### src/common/isa_pkg.sv
package isa_pkg;

    localparam int word_w = 16;
    localparam int opcode_w = 4;
    localparam int reg_idx_w = 2;
    localparam int func_w = 6;
    localparam int imm_w = 8;

    typedef logic [reg_idx_w-1:0] reg_idx_t;

    // Only the listed opcodes are executed. Every other value is a bubble.
    typedef enum logic [opcode_w-1:0] {
        OP_ADI   = 4'd4,
        OP_ORI   = 4'd5,
        OP_LHI   = 4'd6,
        OP_RTYPE = 4'd15
    } opcode_t;

    typedef enum logic [func_w-1:0] {
        FN_ADD = 6'd0,
        FN_SUB = 6'd1,
        FN_AND = 6'd2,
        FN_ORR = 6'd3,
        FN_NOT = 6'd4,
        FN_TCP = 6'd5,
        FN_SHL = 6'd6,
        FN_SHR = 6'd7
    } func_t;

    typedef struct packed {
        opcode_t  opcode;
        reg_idx_t rs;
        reg_idx_t rt;
        reg_idx_t rd;
        func_t    func;
    } instr_r_t;

    typedef struct packed {
        opcode_t          opcode;
        reg_idx_t         rs;
        reg_idx_t         rt;
        logic [imm_w-1:0] imm;
    } instr_i_t;

    // Both views cover the same 16 bits; the opcode field lines up in each.
    typedef union packed {
        instr_r_t r;
        instr_i_t i;
    } instr_u;

endpackage

### src/common/pipe_pkg.sv
package pipe_pkg;

    typedef logic [isa_pkg::word_w-1:0] word_t;

    typedef enum logic [2:0] {
        ALU_ADD,
        ALU_SUB,
        ALU_AND,
        ALU_OR,
        ALU_NOT,
        ALU_TCP,
        ALU_SHL,
        ALU_SHR
    } alu_op_t;

    // The operand B source travels on the use_imm line.
    localparam logic OPB_REG = 1'b0;
    localparam logic OPB_IMM = 1'b1;

endpackage

### src/decode/instr_decoder.sv
`timescale 1ns/100ps

module instr_decoder (
    input  isa_pkg::instr_u   instr,
    input  logic              instr_valid,
    output logic              dec_valid,
    output isa_pkg::reg_idx_t rs_idx,
    output isa_pkg::reg_idx_t rt_idx,
    output isa_pkg::reg_idx_t rd_idx,
    output pipe_pkg::alu_op_t alu_op,
    output logic              use_imm,
    output pipe_pkg::word_t   imm
);

    pipe_pkg::word_t imm_sext;
    pipe_pkg::word_t imm_zext;

    assign imm_sext = {{(isa_pkg::word_w - isa_pkg::imm_w){instr.i.imm[isa_pkg::imm_w-1]}},
                       instr.i.imm};
    assign imm_zext = {{(isa_pkg::word_w - isa_pkg::imm_w){1'b0}}, instr.i.imm};

    // The read indices sit in the same bits for both formats.
    assign rs_idx = instr.r.rs;
    assign rt_idx = instr.r.rt;

    always_comb begin
        dec_valid = 1'b0;
        rd_idx    = instr.r.rd;
        alu_op    = pipe_pkg::ALU_ADD;
        use_imm   = pipe_pkg::OPB_REG;
        imm       = '0;
        case (instr.r.opcode)
            isa_pkg::OP_RTYPE: begin
                dec_valid = instr_valid;
                case (instr.r.func)
                    isa_pkg::FN_ADD: alu_op = pipe_pkg::ALU_ADD;
                    isa_pkg::FN_SUB: alu_op = pipe_pkg::ALU_SUB;
                    isa_pkg::FN_AND: alu_op = pipe_pkg::ALU_AND;
                    isa_pkg::FN_ORR: alu_op = pipe_pkg::ALU_OR;
                    isa_pkg::FN_NOT: alu_op = pipe_pkg::ALU_NOT;
                    isa_pkg::FN_TCP: alu_op = pipe_pkg::ALU_TCP;
                    isa_pkg::FN_SHL: alu_op = pipe_pkg::ALU_SHL;
                    isa_pkg::FN_SHR: alu_op = pipe_pkg::ALU_SHR;
                    default:         dec_valid = 1'b0; // An unknown function is a bubble.
                endcase
            end
            isa_pkg::OP_ADI: begin
                // rs + sext(imm) is issued as rs - (-sext(imm)), leaving ADD for LHI.
                dec_valid = instr_valid;
                rd_idx    = instr.i.rt;
                alu_op    = pipe_pkg::ALU_SUB;
                use_imm   = pipe_pkg::OPB_IMM;
                imm       = '0 - imm_sext;
            end
            isa_pkg::OP_ORI: begin
                dec_valid = instr_valid;
                rd_idx    = instr.i.rt;
                alu_op    = pipe_pkg::ALU_OR;
                use_imm   = pipe_pkg::OPB_IMM;
                imm       = imm_zext;
            end
            isa_pkg::OP_LHI: begin
                dec_valid = instr_valid;
                rd_idx    = instr.i.rt;
                alu_op    = pipe_pkg::ALU_ADD; // Added to zero in the execute unit.
                use_imm   = pipe_pkg::OPB_IMM;
                imm       = {instr.i.imm, {(isa_pkg::word_w - isa_pkg::imm_w){1'b0}}};
            end
            default: begin
                dec_valid = 1'b0;
            end
        endcase
    end

endmodule

### src/decode/reg_file.sv
`timescale 1ns/100ps

module reg_file (
    input  logic              clk,
    input  logic              arst_n,
    input  isa_pkg::reg_idx_t rs_idx,
    input  isa_pkg::reg_idx_t rt_idx,
    output pipe_pkg::word_t   rdata_a,
    output pipe_pkg::word_t   rdata_b,
    input  logic              wb_en,
    input  isa_pkg::reg_idx_t wb_idx,
    input  pipe_pkg::word_t   wb_data
);

    localparam int num_regs = 2 ** isa_pkg::reg_idx_w;

    pipe_pkg::word_t regs [num_regs];

    always_ff @(posedge clk or negedge arst_n) begin
        if (!arst_n) begin
            for (int i = 0; i < num_regs; i++) begin
                regs[i] <= '0;
            end
        end else if (wb_en) begin
            regs[wb_idx] <= wb_data;
        end
    end

    // A write in the same cycle is seen by the reader right away.
    always_comb begin
        if (wb_en && (wb_idx == rs_idx)) begin
            rdata_a = wb_data;
        end else begin
            rdata_a = regs[rs_idx];
        end
        if (wb_en && (wb_idx == rt_idx)) begin
            rdata_b = wb_data;
        end else begin
            rdata_b = regs[rt_idx];
        end
    end

endmodule

### src/rtl/id_ex_stage.sv
`timescale 1ns/100ps

module id_ex_stage (
    input  logic              clk,
    input  logic              arst_n,
    input  logic              valid,
    input  isa_pkg::reg_idx_t rd,
    input  pipe_pkg::alu_op_t alu_op,
    input  logic              use_imm,
    input  pipe_pkg::word_t   imm,
    input  isa_pkg::reg_idx_t src_a_idx,
    input  isa_pkg::reg_idx_t src_b_idx,
    input  pipe_pkg::word_t   op_a,
    input  pipe_pkg::word_t   op_b,
    output logic              ex_valid,
    output isa_pkg::reg_idx_t ex_rd,
    output pipe_pkg::alu_op_t ex_alu_op,
    output logic              ex_use_imm,
    output pipe_pkg::word_t   ex_imm,
    output isa_pkg::reg_idx_t ex_src_a_idx,
    output isa_pkg::reg_idx_t ex_src_b_idx,
    output pipe_pkg::word_t   ex_op_a,
    output pipe_pkg::word_t   ex_op_b
);

    always_ff @(posedge clk or negedge arst_n) begin
        if (!arst_n) begin
            ex_valid <= 1'b0;
        end else begin
            ex_valid <= valid; // A cycle without a valid instruction becomes a bubble.
        end
    end

    // The source indices stay with the operands so that execute can forward.
    always_ff @(posedge clk) begin
        ex_rd        <= rd;
        ex_alu_op    <= alu_op;
        ex_use_imm   <= use_imm;
        ex_imm       <= imm;
        ex_src_a_idx <= src_a_idx;
        ex_src_b_idx <= src_b_idx;
        ex_op_a      <= op_a;
        ex_op_b      <= op_b;
    end

endmodule

### src/rtl/exec_unit.sv
`timescale 1ns/100ps

module exec_unit (
    input  logic              clk,
    input  logic              arst_n,
    input  logic              ex_valid,
    input  isa_pkg::reg_idx_t ex_rd,
    input  pipe_pkg::alu_op_t ex_alu_op,
    input  logic              ex_use_imm,
    input  pipe_pkg::word_t   ex_imm,
    input  isa_pkg::reg_idx_t ex_src_a_idx,
    input  isa_pkg::reg_idx_t ex_src_b_idx,
    input  pipe_pkg::word_t   ex_op_a,
    input  pipe_pkg::word_t   ex_op_b,
    output logic              wb_en,
    output isa_pkg::reg_idx_t wb_idx,
    output pipe_pkg::word_t   wb_data
);

    pipe_pkg::word_t fwd_a;
    pipe_pkg::word_t fwd_b;
    pipe_pkg::word_t alu_a;
    pipe_pkg::word_t alu_b;
    pipe_pkg::word_t alu_res;
    logic            imm_sel;

    // The instruction ahead has not reached the register file yet.
    assign fwd_a = (wb_en && (wb_idx == ex_src_a_idx)) ? wb_data : ex_op_a;
    assign fwd_b = (wb_en && (wb_idx == ex_src_b_idx)) ? wb_data : ex_op_b;

    assign imm_sel = (ex_use_imm == pipe_pkg::OPB_IMM);
    assign alu_b   = imm_sel ? ex_imm : fwd_b;

    // An immediate add is LHI, which adds its shifted byte to zero.
    assign alu_a = (imm_sel && (ex_alu_op == pipe_pkg::ALU_ADD)) ? '0 : fwd_a;

    always_comb begin
        case (ex_alu_op)
            pipe_pkg::ALU_ADD: alu_res = alu_a + alu_b;
            pipe_pkg::ALU_SUB: alu_res = alu_a - alu_b;
            pipe_pkg::ALU_AND: alu_res = alu_a & alu_b;
            pipe_pkg::ALU_OR:  alu_res = alu_a | alu_b;
            pipe_pkg::ALU_NOT: alu_res = ~alu_a;
            pipe_pkg::ALU_TCP: alu_res = ~alu_a + 1'b1;
            pipe_pkg::ALU_SHL: alu_res = {alu_a[isa_pkg::word_w-2:0], 1'b0};
            pipe_pkg::ALU_SHR: alu_res = {alu_a[isa_pkg::word_w-1], alu_a[isa_pkg::word_w-1:1]};
            default:           alu_res = '0;
        endcase
    end

    always_ff @(posedge clk or negedge arst_n) begin
        if (!arst_n) begin
            wb_en <= 1'b0;
        end else begin
            wb_en <= ex_valid;
        end
    end

    always_ff @(posedge clk) begin
        wb_idx  <= ex_rd;
        wb_data <= alu_res;
    end

endmodule

### src/rtl/tsc_pipe_top.sv
`timescale 1ns/100ps

module tsc_pipe_top (
    input  logic              clk,
    input  logic              arst_n,
    input  logic              instr_valid,
    input  isa_pkg::instr_u   instr,
    output logic              result_valid,
    output isa_pkg::reg_idx_t result_rd,
    output pipe_pkg::word_t   result_data
);

    logic              dec_valid;
    isa_pkg::reg_idx_t rs_idx;
    isa_pkg::reg_idx_t rt_idx;
    isa_pkg::reg_idx_t rd_idx;
    pipe_pkg::alu_op_t alu_op;
    logic              use_imm;
    pipe_pkg::word_t   imm;
    pipe_pkg::word_t   rdata_a;
    pipe_pkg::word_t   rdata_b;

    logic              ex_valid;
    isa_pkg::reg_idx_t ex_rd;
    pipe_pkg::alu_op_t ex_alu_op;
    logic              ex_use_imm;
    pipe_pkg::word_t   ex_imm;
    isa_pkg::reg_idx_t ex_src_a_idx;
    isa_pkg::reg_idx_t ex_src_b_idx;
    pipe_pkg::word_t   ex_op_a;
    pipe_pkg::word_t   ex_op_b;

    logic              wb_en;
    isa_pkg::reg_idx_t wb_idx;
    pipe_pkg::word_t   wb_data;

    instr_decoder u_decoder (
        .instr       (instr),
        .instr_valid (instr_valid),
        .dec_valid   (dec_valid),
        .rs_idx      (rs_idx),
        .rt_idx      (rt_idx),
        .rd_idx      (rd_idx),
        .alu_op      (alu_op),
        .use_imm     (use_imm),
        .imm         (imm)
    );

    reg_file u_reg_file (
        .clk     (clk),
        .arst_n  (arst_n),
        .rs_idx  (rs_idx),
        .rt_idx  (rt_idx),
        .rdata_a (rdata_a),
        .rdata_b (rdata_b),
        .wb_en   (wb_en),
        .wb_idx  (wb_idx),
        .wb_data (wb_data)
    );

    id_ex_stage u_id_ex (
        .clk          (clk),
        .arst_n       (arst_n),
        .valid        (dec_valid),
        .rd           (rd_idx),
        .alu_op       (alu_op),
        .use_imm      (use_imm),
        .imm          (imm),
        .src_a_idx    (rs_idx),
        .src_b_idx    (rt_idx),
        .op_a         (rdata_a),
        .op_b         (rdata_b),
        .ex_valid     (ex_valid),
        .ex_rd        (ex_rd),
        .ex_alu_op    (ex_alu_op),
        .ex_use_imm   (ex_use_imm),
        .ex_imm       (ex_imm),
        .ex_src_a_idx (ex_src_a_idx),
        .ex_src_b_idx (ex_src_b_idx),
        .ex_op_a      (ex_op_a),
        .ex_op_b      (ex_op_b)
    );

    exec_unit u_exec (
        .clk          (clk),
        .arst_n       (arst_n),
        .ex_valid     (ex_valid),
        .ex_rd        (ex_rd),
        .ex_alu_op    (ex_alu_op),
        .ex_use_imm   (ex_use_imm),
        .ex_imm       (ex_imm),
        .ex_src_a_idx (ex_src_a_idx),
        .ex_src_b_idx (ex_src_b_idx),
        .ex_op_a      (ex_op_a),
        .ex_op_b      (ex_op_b),
        .wb_en        (wb_en),
        .wb_idx       (wb_idx),
        .wb_data      (wb_data)
    );

    // The write-back bus is also the result port.
    assign result_valid = wb_en;
    assign result_rd    = wb_idx;
    assign result_data  = wb_data;

endmodule

### config.mk
export PLATFORM = sky130hd
export DESIGN_NAME = tsc_pipe_top
export DESIGN_NICKNAME = d
export VERILOG_FILES = /design/src/common/isa_pkg.sv /design/src/common/pipe_pkg.sv /design/src/decode/instr_decoder.sv /design/src/decode/reg_file.sv /design/src/rtl/id_ex_stage.sv /design/src/rtl/exec_unit.sv /design/src/rtl/tsc_pipe_top.sv
export SDC_FILE = /design/constraint.sdc
export NUM_CORES = 1
export LEC_CHECK = 0
export BUFFER_PORTS_ARGS = -buffer_cell sky130_fd_sc_hd__buf_4
export CORE_MARGIN = 4
export CORE_UTILIZATION = 56
export DETAILED_ROUTE_END_ITERATION = 10
export PLACE_DENSITY = 0.76
export RECOVER_POWER = 100
export SKIP_CTS_REPAIR_TIMING = 1
export SYNTH_ARGS = -nofsm -noshare
export SYNTH_HDL_FRONTEND = slang
export SYNTH_SLANG_ARGS = --single-unit
### constraint.sdc
create_clock -name clk -period 4.1 [get_ports clk]
set_input_delay 0.41 -clock clk [delete_from_list [all_inputs] [get_ports clk]]
set_output_delay 0.41 -clock clk [all_outputs]
set_load 0.02 [all_outputs]
Word level (Yosys, flattened, before mapping)
Index checks and enable logic that the tools add are counted.
{"block": "op_classes", "add_sub_neg": 4, "mul": 0, "div_mod_pow": 0, "order_cmp": 4, "n_eq_ne": 22, "shifts": 0, "muxes": 23, "n_bitwise": 6, "n_reduce_logical": 10}
{"operator": "$mux 16", "n": 11}
{"operator": "$pmux 16 s8", "n": 1}
{"operator": "$bmux 16 s2", "n": 2}
{"operator": "$bwmux 64", "n": 1}
{"operator": "$pmux 16 s3", "n": 1}
{"operator": "$demux 16 s2", "n": 1}
{"operator": "$eq 6x3->1 const B", "n": 4}
{"operator": "$pmux 3 s7", "n": 1}
{"operator": "$add 16x1->16 const B", "n": 1}
{"operator": "$add 16x16->16", "n": 1}
{"operator": "$and 16x16->16", "n": 1}
{"operator": "$not 16->16", "n": 1}
{"operator": "$or 16x16->16", "n": 1}
{"operator": "$sub 16x16->16", "n": 1}
{"operator": "$eq 3x3->1 const B", "n": 4}
{"operator": "$eq 4x3->1 const B", "n": 3}
{"operator": "$eq 6x2->1 const B", "n": 2}
{"operator": "$ge 3x3->1 const B", "n": 3}
{"operator": "$not 2->3", "n": 3}
{"operator": "$pmux 3 s3", "n": 1}
{"operator": "$sub 1x8->9 const A", "n": 1}
{"operator": "$eq 2x2->1", "n": 4}
{"operator": "$reduce_or 8->1", "n": 1}
{"operator": "$eq 3x2->1 const B", "n": 2}
{"operator": "11 further kinds", "n": 17}
{"block": "totals", "regBits": 142, "latchBits": 0, "ramBits": 0, "mem_bits_ro": 0, "in_bits": 19, "output_inout_bits": 19, "word_cells": 85, "memories": 0}

Logic depth before layout (Yosys ltp)
{"block": "logic_depth", "word_depth": 7, "mapped_depth": 22, "mapped_depth_nobuf": 20}

Modules after synthesis
From an unflattened synthesis, not the netlist that was laid out.
{"block": "unflattened", "cells_unflattened": 859, "hier_area_um2": 8953.6}
{"mod": "reg_file", "instances": 1, "cells_per_inst": 219, "area_each_um2": 3778.6, "seq_area_each_um2": 1601.5}
{"mod": "exec_unit", "instances": 1, "cells_per_inst": 502, "area_each_um2": 3508.4, "seq_area_each_um2": 385.4}
{"mod": "id_ex_stage", "instances": 1, "cells_per_inst": 59, "area_each_um2": 1186.1, "seq_area_each_um2": 1186.1}
{"mod": "instr_decoder", "instances": 1, "cells_per_inst": 79, "area_each_um2": 480.5, "seq_area_each_um2": 0.0}

Worst setup path after synthesis
No wires, ideal clock.
{"block": "synth_timing", "path_kind": "register -> register", "start": "reg u_exec.wb_idx[0]", "end": "reg u_exec.wb_data[14]", "setup_time_ns": 0.135, "t_arrival_ns": 4.072, "t_required_ns": 3.965, "path_slack_ns": -0.107, "stages_incl_launch_ff": 22, "n_path_buf": 2, "synth_period_minus_slack_ns": 4.207, "cell_sequence": "dfxtp_1 > buf_6 > xnor2_2 > nand3_2 > buf_6 > mux2i_1 > o21ai_0 > inv_1 > ha_1 > inv_1 > nor4_1 > a21oi_1 > xnor2_1 > ha_1 > a21o_1 > a21o_1 > a21oi_1 > a21bo_2 > a21oi_1 > o21ai_0 > xnor2_1 > o221ai_1"}
{"block": "synth_via", "elab_chain_cells": 7, "elab_cells_between_ends": 15, "classes_between": "3 x add/sub; 2 x eq/ne; 5 x mux; 3 x bitwise; 2 x reduce/logical"}
{"item": "start: declaration", "line_no": "exec_unit.sv:16", "rtl": "output isa_pkg::reg_idx_t wb_idx,"}
{"item": "start signal: assignment", "line_no": "exec_unit.sv:60", "rtl": "wb_idx <= ex_rd;"}
{"item": "$eq 2x2->1", "line_no": "exec_unit.sv:28", "rtl": "assign fwd_a = (wb_en && (wb_idx == ex_src_a_idx)) ? wb_data : ex_op_a;"}
{"item": "$logic_and 1x1->1", "line_no": "exec_unit.sv:28"}
{"item": "$mux 16", "line_no": "exec_unit.sv:28"}
{"item": "$mux 16", "line_no": "exec_unit.sv:35", "rtl": "assign alu_a = (imm_sel && (ex_alu_op == pipe_pkg::ALU_ADD)) ? '0 : fwd_a;"}
{"item": "$not 16->16", "line_no": "exec_unit.sv:43, exec_unit.sv:44"}
{"item": "$add 16x1->16", "line_no": "exec_unit.sv:44", "rtl": "pipe_pkg::ALU_TCP: alu_res = ~alu_a + 1'b1;"}
{"item": "$pmux 16 s8 (*)", "line_no": "exec_unit.sv:38", "rtl": "case (ex_alu_op)"}
{"item": "net u_exec.alu_res[14]", "line_no": "exec_unit.sv:24", "rtl": "pipe_pkg::word_t alu_res;"}
{"item": "end signal: assignment", "line_no": "exec_unit.sv:61", "rtl": "wb_data <= alu_res;"}
{"item": "end: declaration", "line_no": "exec_unit.sv:17", "rtl": "output pipe_pkg::word_t wb_data"}
The timed path passes the listed nets; every way through them passes the cells marked *.
A chain may end at the register's enable or synchronous reset.

Final worst setup path
{"block": "layout_timing", "start": "reg u_exec.wb_idx[0]", "end": "reg u_exec.wb_data[15]"}
Same word-level chain as after synthesis.

==> run_results.csv <==
group,metric,value,unit
grt,antenna_found_initial,0,
synth,synth.most_common_cell,"mux2_2",
synth,synth_enable_flop_cells,0,
cells_and_area,area_growth,14.8,%
sta,worst_slew_pin_slew,2780,ps
clock_tree,cts_tree,"built",
worst_setup_path,path_buf_inv,2,
synth,synth-seq-cells,142,
sta,hold_ws,216,ps
sta,finalCritPeriodShare,97.0,%
die,ios,38,
sta,fin_ws,123,ps
placed_design,place_area,0.00909,mm^2
die,die_area,0.0171,mm^2
synth,synthTopCellsByCount,"mux2_2, nor2_1, dfxtp_1, dfrtp_1, nand2_1",
sta,setup-violations-final,0,
clock_tree,path_clk_slew,70,ps
outcome,violations,"capacitance limit, slew limit",
outcome,status,"finished with violations",
grt,grt_pass1_vias,6965,
worst_setup_path,arrival,4280,ps
worst_setup_path,worstSetupStartpointType,"flip-flop",
placed_design,place_congestion,1.02,
synth,ys_types,71,
placed_design,post-dp-hpwl,16900,um
clock_tree,clock-root-buffer,"clkbuf_16",
clock_tree,clock_path_buffers,2,
synth,synthCells,824,
detailed_routing,routed_wl,24400,um
worst_setup_path,cp_max_fo,4,
detailed_routing,drc,0,
worst_setup_path,crit_type,"reg -> reg",
synth,ys_seq_area_share,37.5,%
worst_setup_path,crit_chain,"xnor2_4, buf_4, nand4_1, a31oi_1, inv_1, ha_1, mux2i_1, ha_1, nor2b_1, o2111ai_1, nand4b_1, o311ai_1, a311oi_1, a21o_1, a21oi_1, xnor2_1, o21ai_1",
clock_tree,clk_latency,430,ps
die,fp.dieH,131,um
synth,yosys-top-cells-area,"dfrtp_1, dfxtp_1, mux2_2, mux4_2, nor2_1",
worst_hold_path,worst_hold_path.num_cells,3,
die,num_rows,44,
worst_setup_path,cpPeakStageDelay,390,ps
detailed_routing,wl_met1,10300,um
detailed_routing,routed-via-count,6997,
pwr,vdd_drop_max,386,uV
worst_hold_path,hp-class,"in -> reg",
placed_design,port_buffers,37,
cells_and_area,final_core_util,66.3,%
sta,max_clock_freq,0.251,GHz
detailed_routing,first_pass_iters,5,
clock_tree,cts_buffers,17,
cells_and_area,nNetsFinal,920,
detailed_routing,wl_per_cell,22.7,um
clock_tree,ctsHtreeMaxLevel,4,
sta,min_period,3980,ps
die,start_util,57.7,%
grt,grt_max_degree,67,
grt,grt_overflow,0,
worst_setup_path,crit_family,"compound AO/OA/AOI/OAI gates",
grt,grt_pass1_wl,38600,um
grt,gr-usage-all-layers,29.6,%
detailed_routing,top_layer,"met4",
synth,synth_top_area_share,19.5,%
sta,slew_headroom,-86.5,%
detailed_routing,wl_met3,1560,um
cells_and_area,layout-drive-gt1-share,28.1,%
die,die_x,131,um
synth,syn_avg_cell_area,10.3,um^2
synth,yosys_most_used_dff,"dfxtp_1",
sta,finalHoldViolCount,0,
detailed_routing,antenna_violating_nets_post_route,0,
sta,fin_worst_skew,12.8,ps
synth,synth_largest_area_cell,"dfrtp_1",
synth,synth.cell_area,0.00845,mm^2
synth,syn-num-nets,867,
pwr,p_leak,4.23,nW
synth,yosysWarnings,0,
pwr,p_per_area,796,mW/mm^2
worst_setup_path,path_depth,17,
detailed_routing,wl_met2,11800,um
sta,slew_violations,123,
clock_tree,cts.sinks,142,
die,placeableCoreArea,0.0146,mm^2
detailed_routing,drt_iter0_markers,763,
cells_and_area,final_area,0.00971,mm^2
synth,synth-async-reset-ratio,46.5,%
worst_setup_path,cpMaxStageDelayCell,"o311ai_1",
worst_setup_path,ff2ff_path_depth,17,
cells_and_area,antennaDiodeCount,0,
cells_and_area,fill_cells,1107,
detailed_routing,via_per_inst,6.51,
worst_setup_path,endpoint_kind,"flip-flop",
worst_setup_path,crit_top_cell,"ha_1",
worst_setup_path,cp_data_required_time,4400,ps
placed_design,place_ws,-67.5,ps
job,drv_cap,4,
==> area by class of cell <==
cell class | count | area [um^2] | area share [%]
multi-input combinational | 611 | 5050 | 52.1
clock buffer | 18 | 439 | 4.52
sequential | 142 | 3180 | 32.7
tap | 184 | 230 | 2.37
timing repair buffer | 85 | 549 | 5.66
inverter | 20 | 75.1 | 0.773
clock inverter | 14 | 183 | 1.88
==> worst register-to-register path: cells and delay by family (launching register included) <==
kind / cells / cell delay, ps
compound gates: 7 / 1570
fa+ha+maj: 2 / 580
simple gates: 3 / 440
xor+xnor: 2 / 380
flops: 1 / 370
buf+inv: 2 / 290
mux: 1 / 250
==> report_power, final <==
group | internal, W | leakage, nW | switching (W)
combinational | 0.00173 | 2.46 | 0.00190
clock | 0.000985 | 0.294 | 0.000661
sequential | 0.00195 | 1.48 | 0.000500
total | 0.00466 | 4.23 | 0.00306
==> cells in the final DEF, fill, tap and decap left out, types with 6 or more instances in the layout <==
master	Yosys	routed
a21o_1	7	7
a21oi_1	43	41
a22oi_1	6	6
a31oi_1	12	11
buf_4	1	61
clkbuf_1	37	23
clkbuf_16	0	17
dfrtp_1	66	65
dfxtp_1	76	74
ha_1	23	23
inv_1	16	16
mux2_2	94	90
mux2i_1	26	25
mux4_2	34	34
nand2_1	60	60
nand2b_1	6	6
nand3_1	11	10
nand4_1	10	10
nor2_1	79	79
nor3_1	20	20
o21ai_0	35	33
o22ai_1	9	9
o31ai_1	9	7
xnor2_1	32	32
xor2_1	19	19
==> worst paths after layout <==
path	end	from	slack (ps)
setup / recovery	u_exec.wb_data[15]	u_exec.wb_idx[0]	120
hold reg to reg	u_exec.wb_idx[1]	u_id_ex.ex_rd[1]	340
hold / removal	u_id_ex.ex_valid	instr_valid	220
max in group asynchronous	u_exec.wb_en	arst_n	2600
setup reg to reg	u_exec.wb_data[15]	u_exec.wb_idx[0]	120
min in group asynchronous	u_reg_file.regs[0]	arst_n	400
==> per-layer routing <==
layer / track usage, % / vias up
li1: - / 3124
met1: 40.7 / 3522
met2: 47.9 / 292
met3: 5.57 / 59
met4: 9.32 / 0
met5: 0 / -
==> flip-flops by register name, indices dropped and copies added (netlist names) <==
register,cells
u_exec.wb_data,16
u_exec.wb_en,1
u_exec.wb_idx,2
u_id_ex.ex_alu_op,3
u_id_ex.ex_imm,16
u_id_ex.ex_op_a,16
u_id_ex.ex_op_b,16
u_id_ex.ex_rd,2
u_id_ex.ex_src_a_idx,2
u_id_ex.ex_src_b_idx,2
u_id_ex.ex_use_imm,1
u_id_ex.ex_valid,1
u_reg_file.regs,64
==> per-stage QoR <==
| stage | total power (W) | instances | setup TNS (ps) |
|---|---|---|---|
| final | 0.00772 | 1074 | 0 |
| after global routing | 0.00816 | 1074 | -82.1 |
| after CTS | 0.00761 | 1069 | -180 |
| after detailed placement | 0.00593 | 1037 | -111 |
| after global placement | 0.00579 | 1037 | 0 |
| after floorplan | 0.00481 | 824 | 0 |
==> logic make-up after synthesis <==
logic type                 synth area share [%]
buffers and inverters                      3.52
muxes                                      25.2
xor gates and xnor gates                   5.67
and+or+nand+nor                            12.0
AOI/OAI and AO/OA                          11.9
DFF                                        37.5
adders and majority gates                  4.23
(Power assumes the default switching activity.)
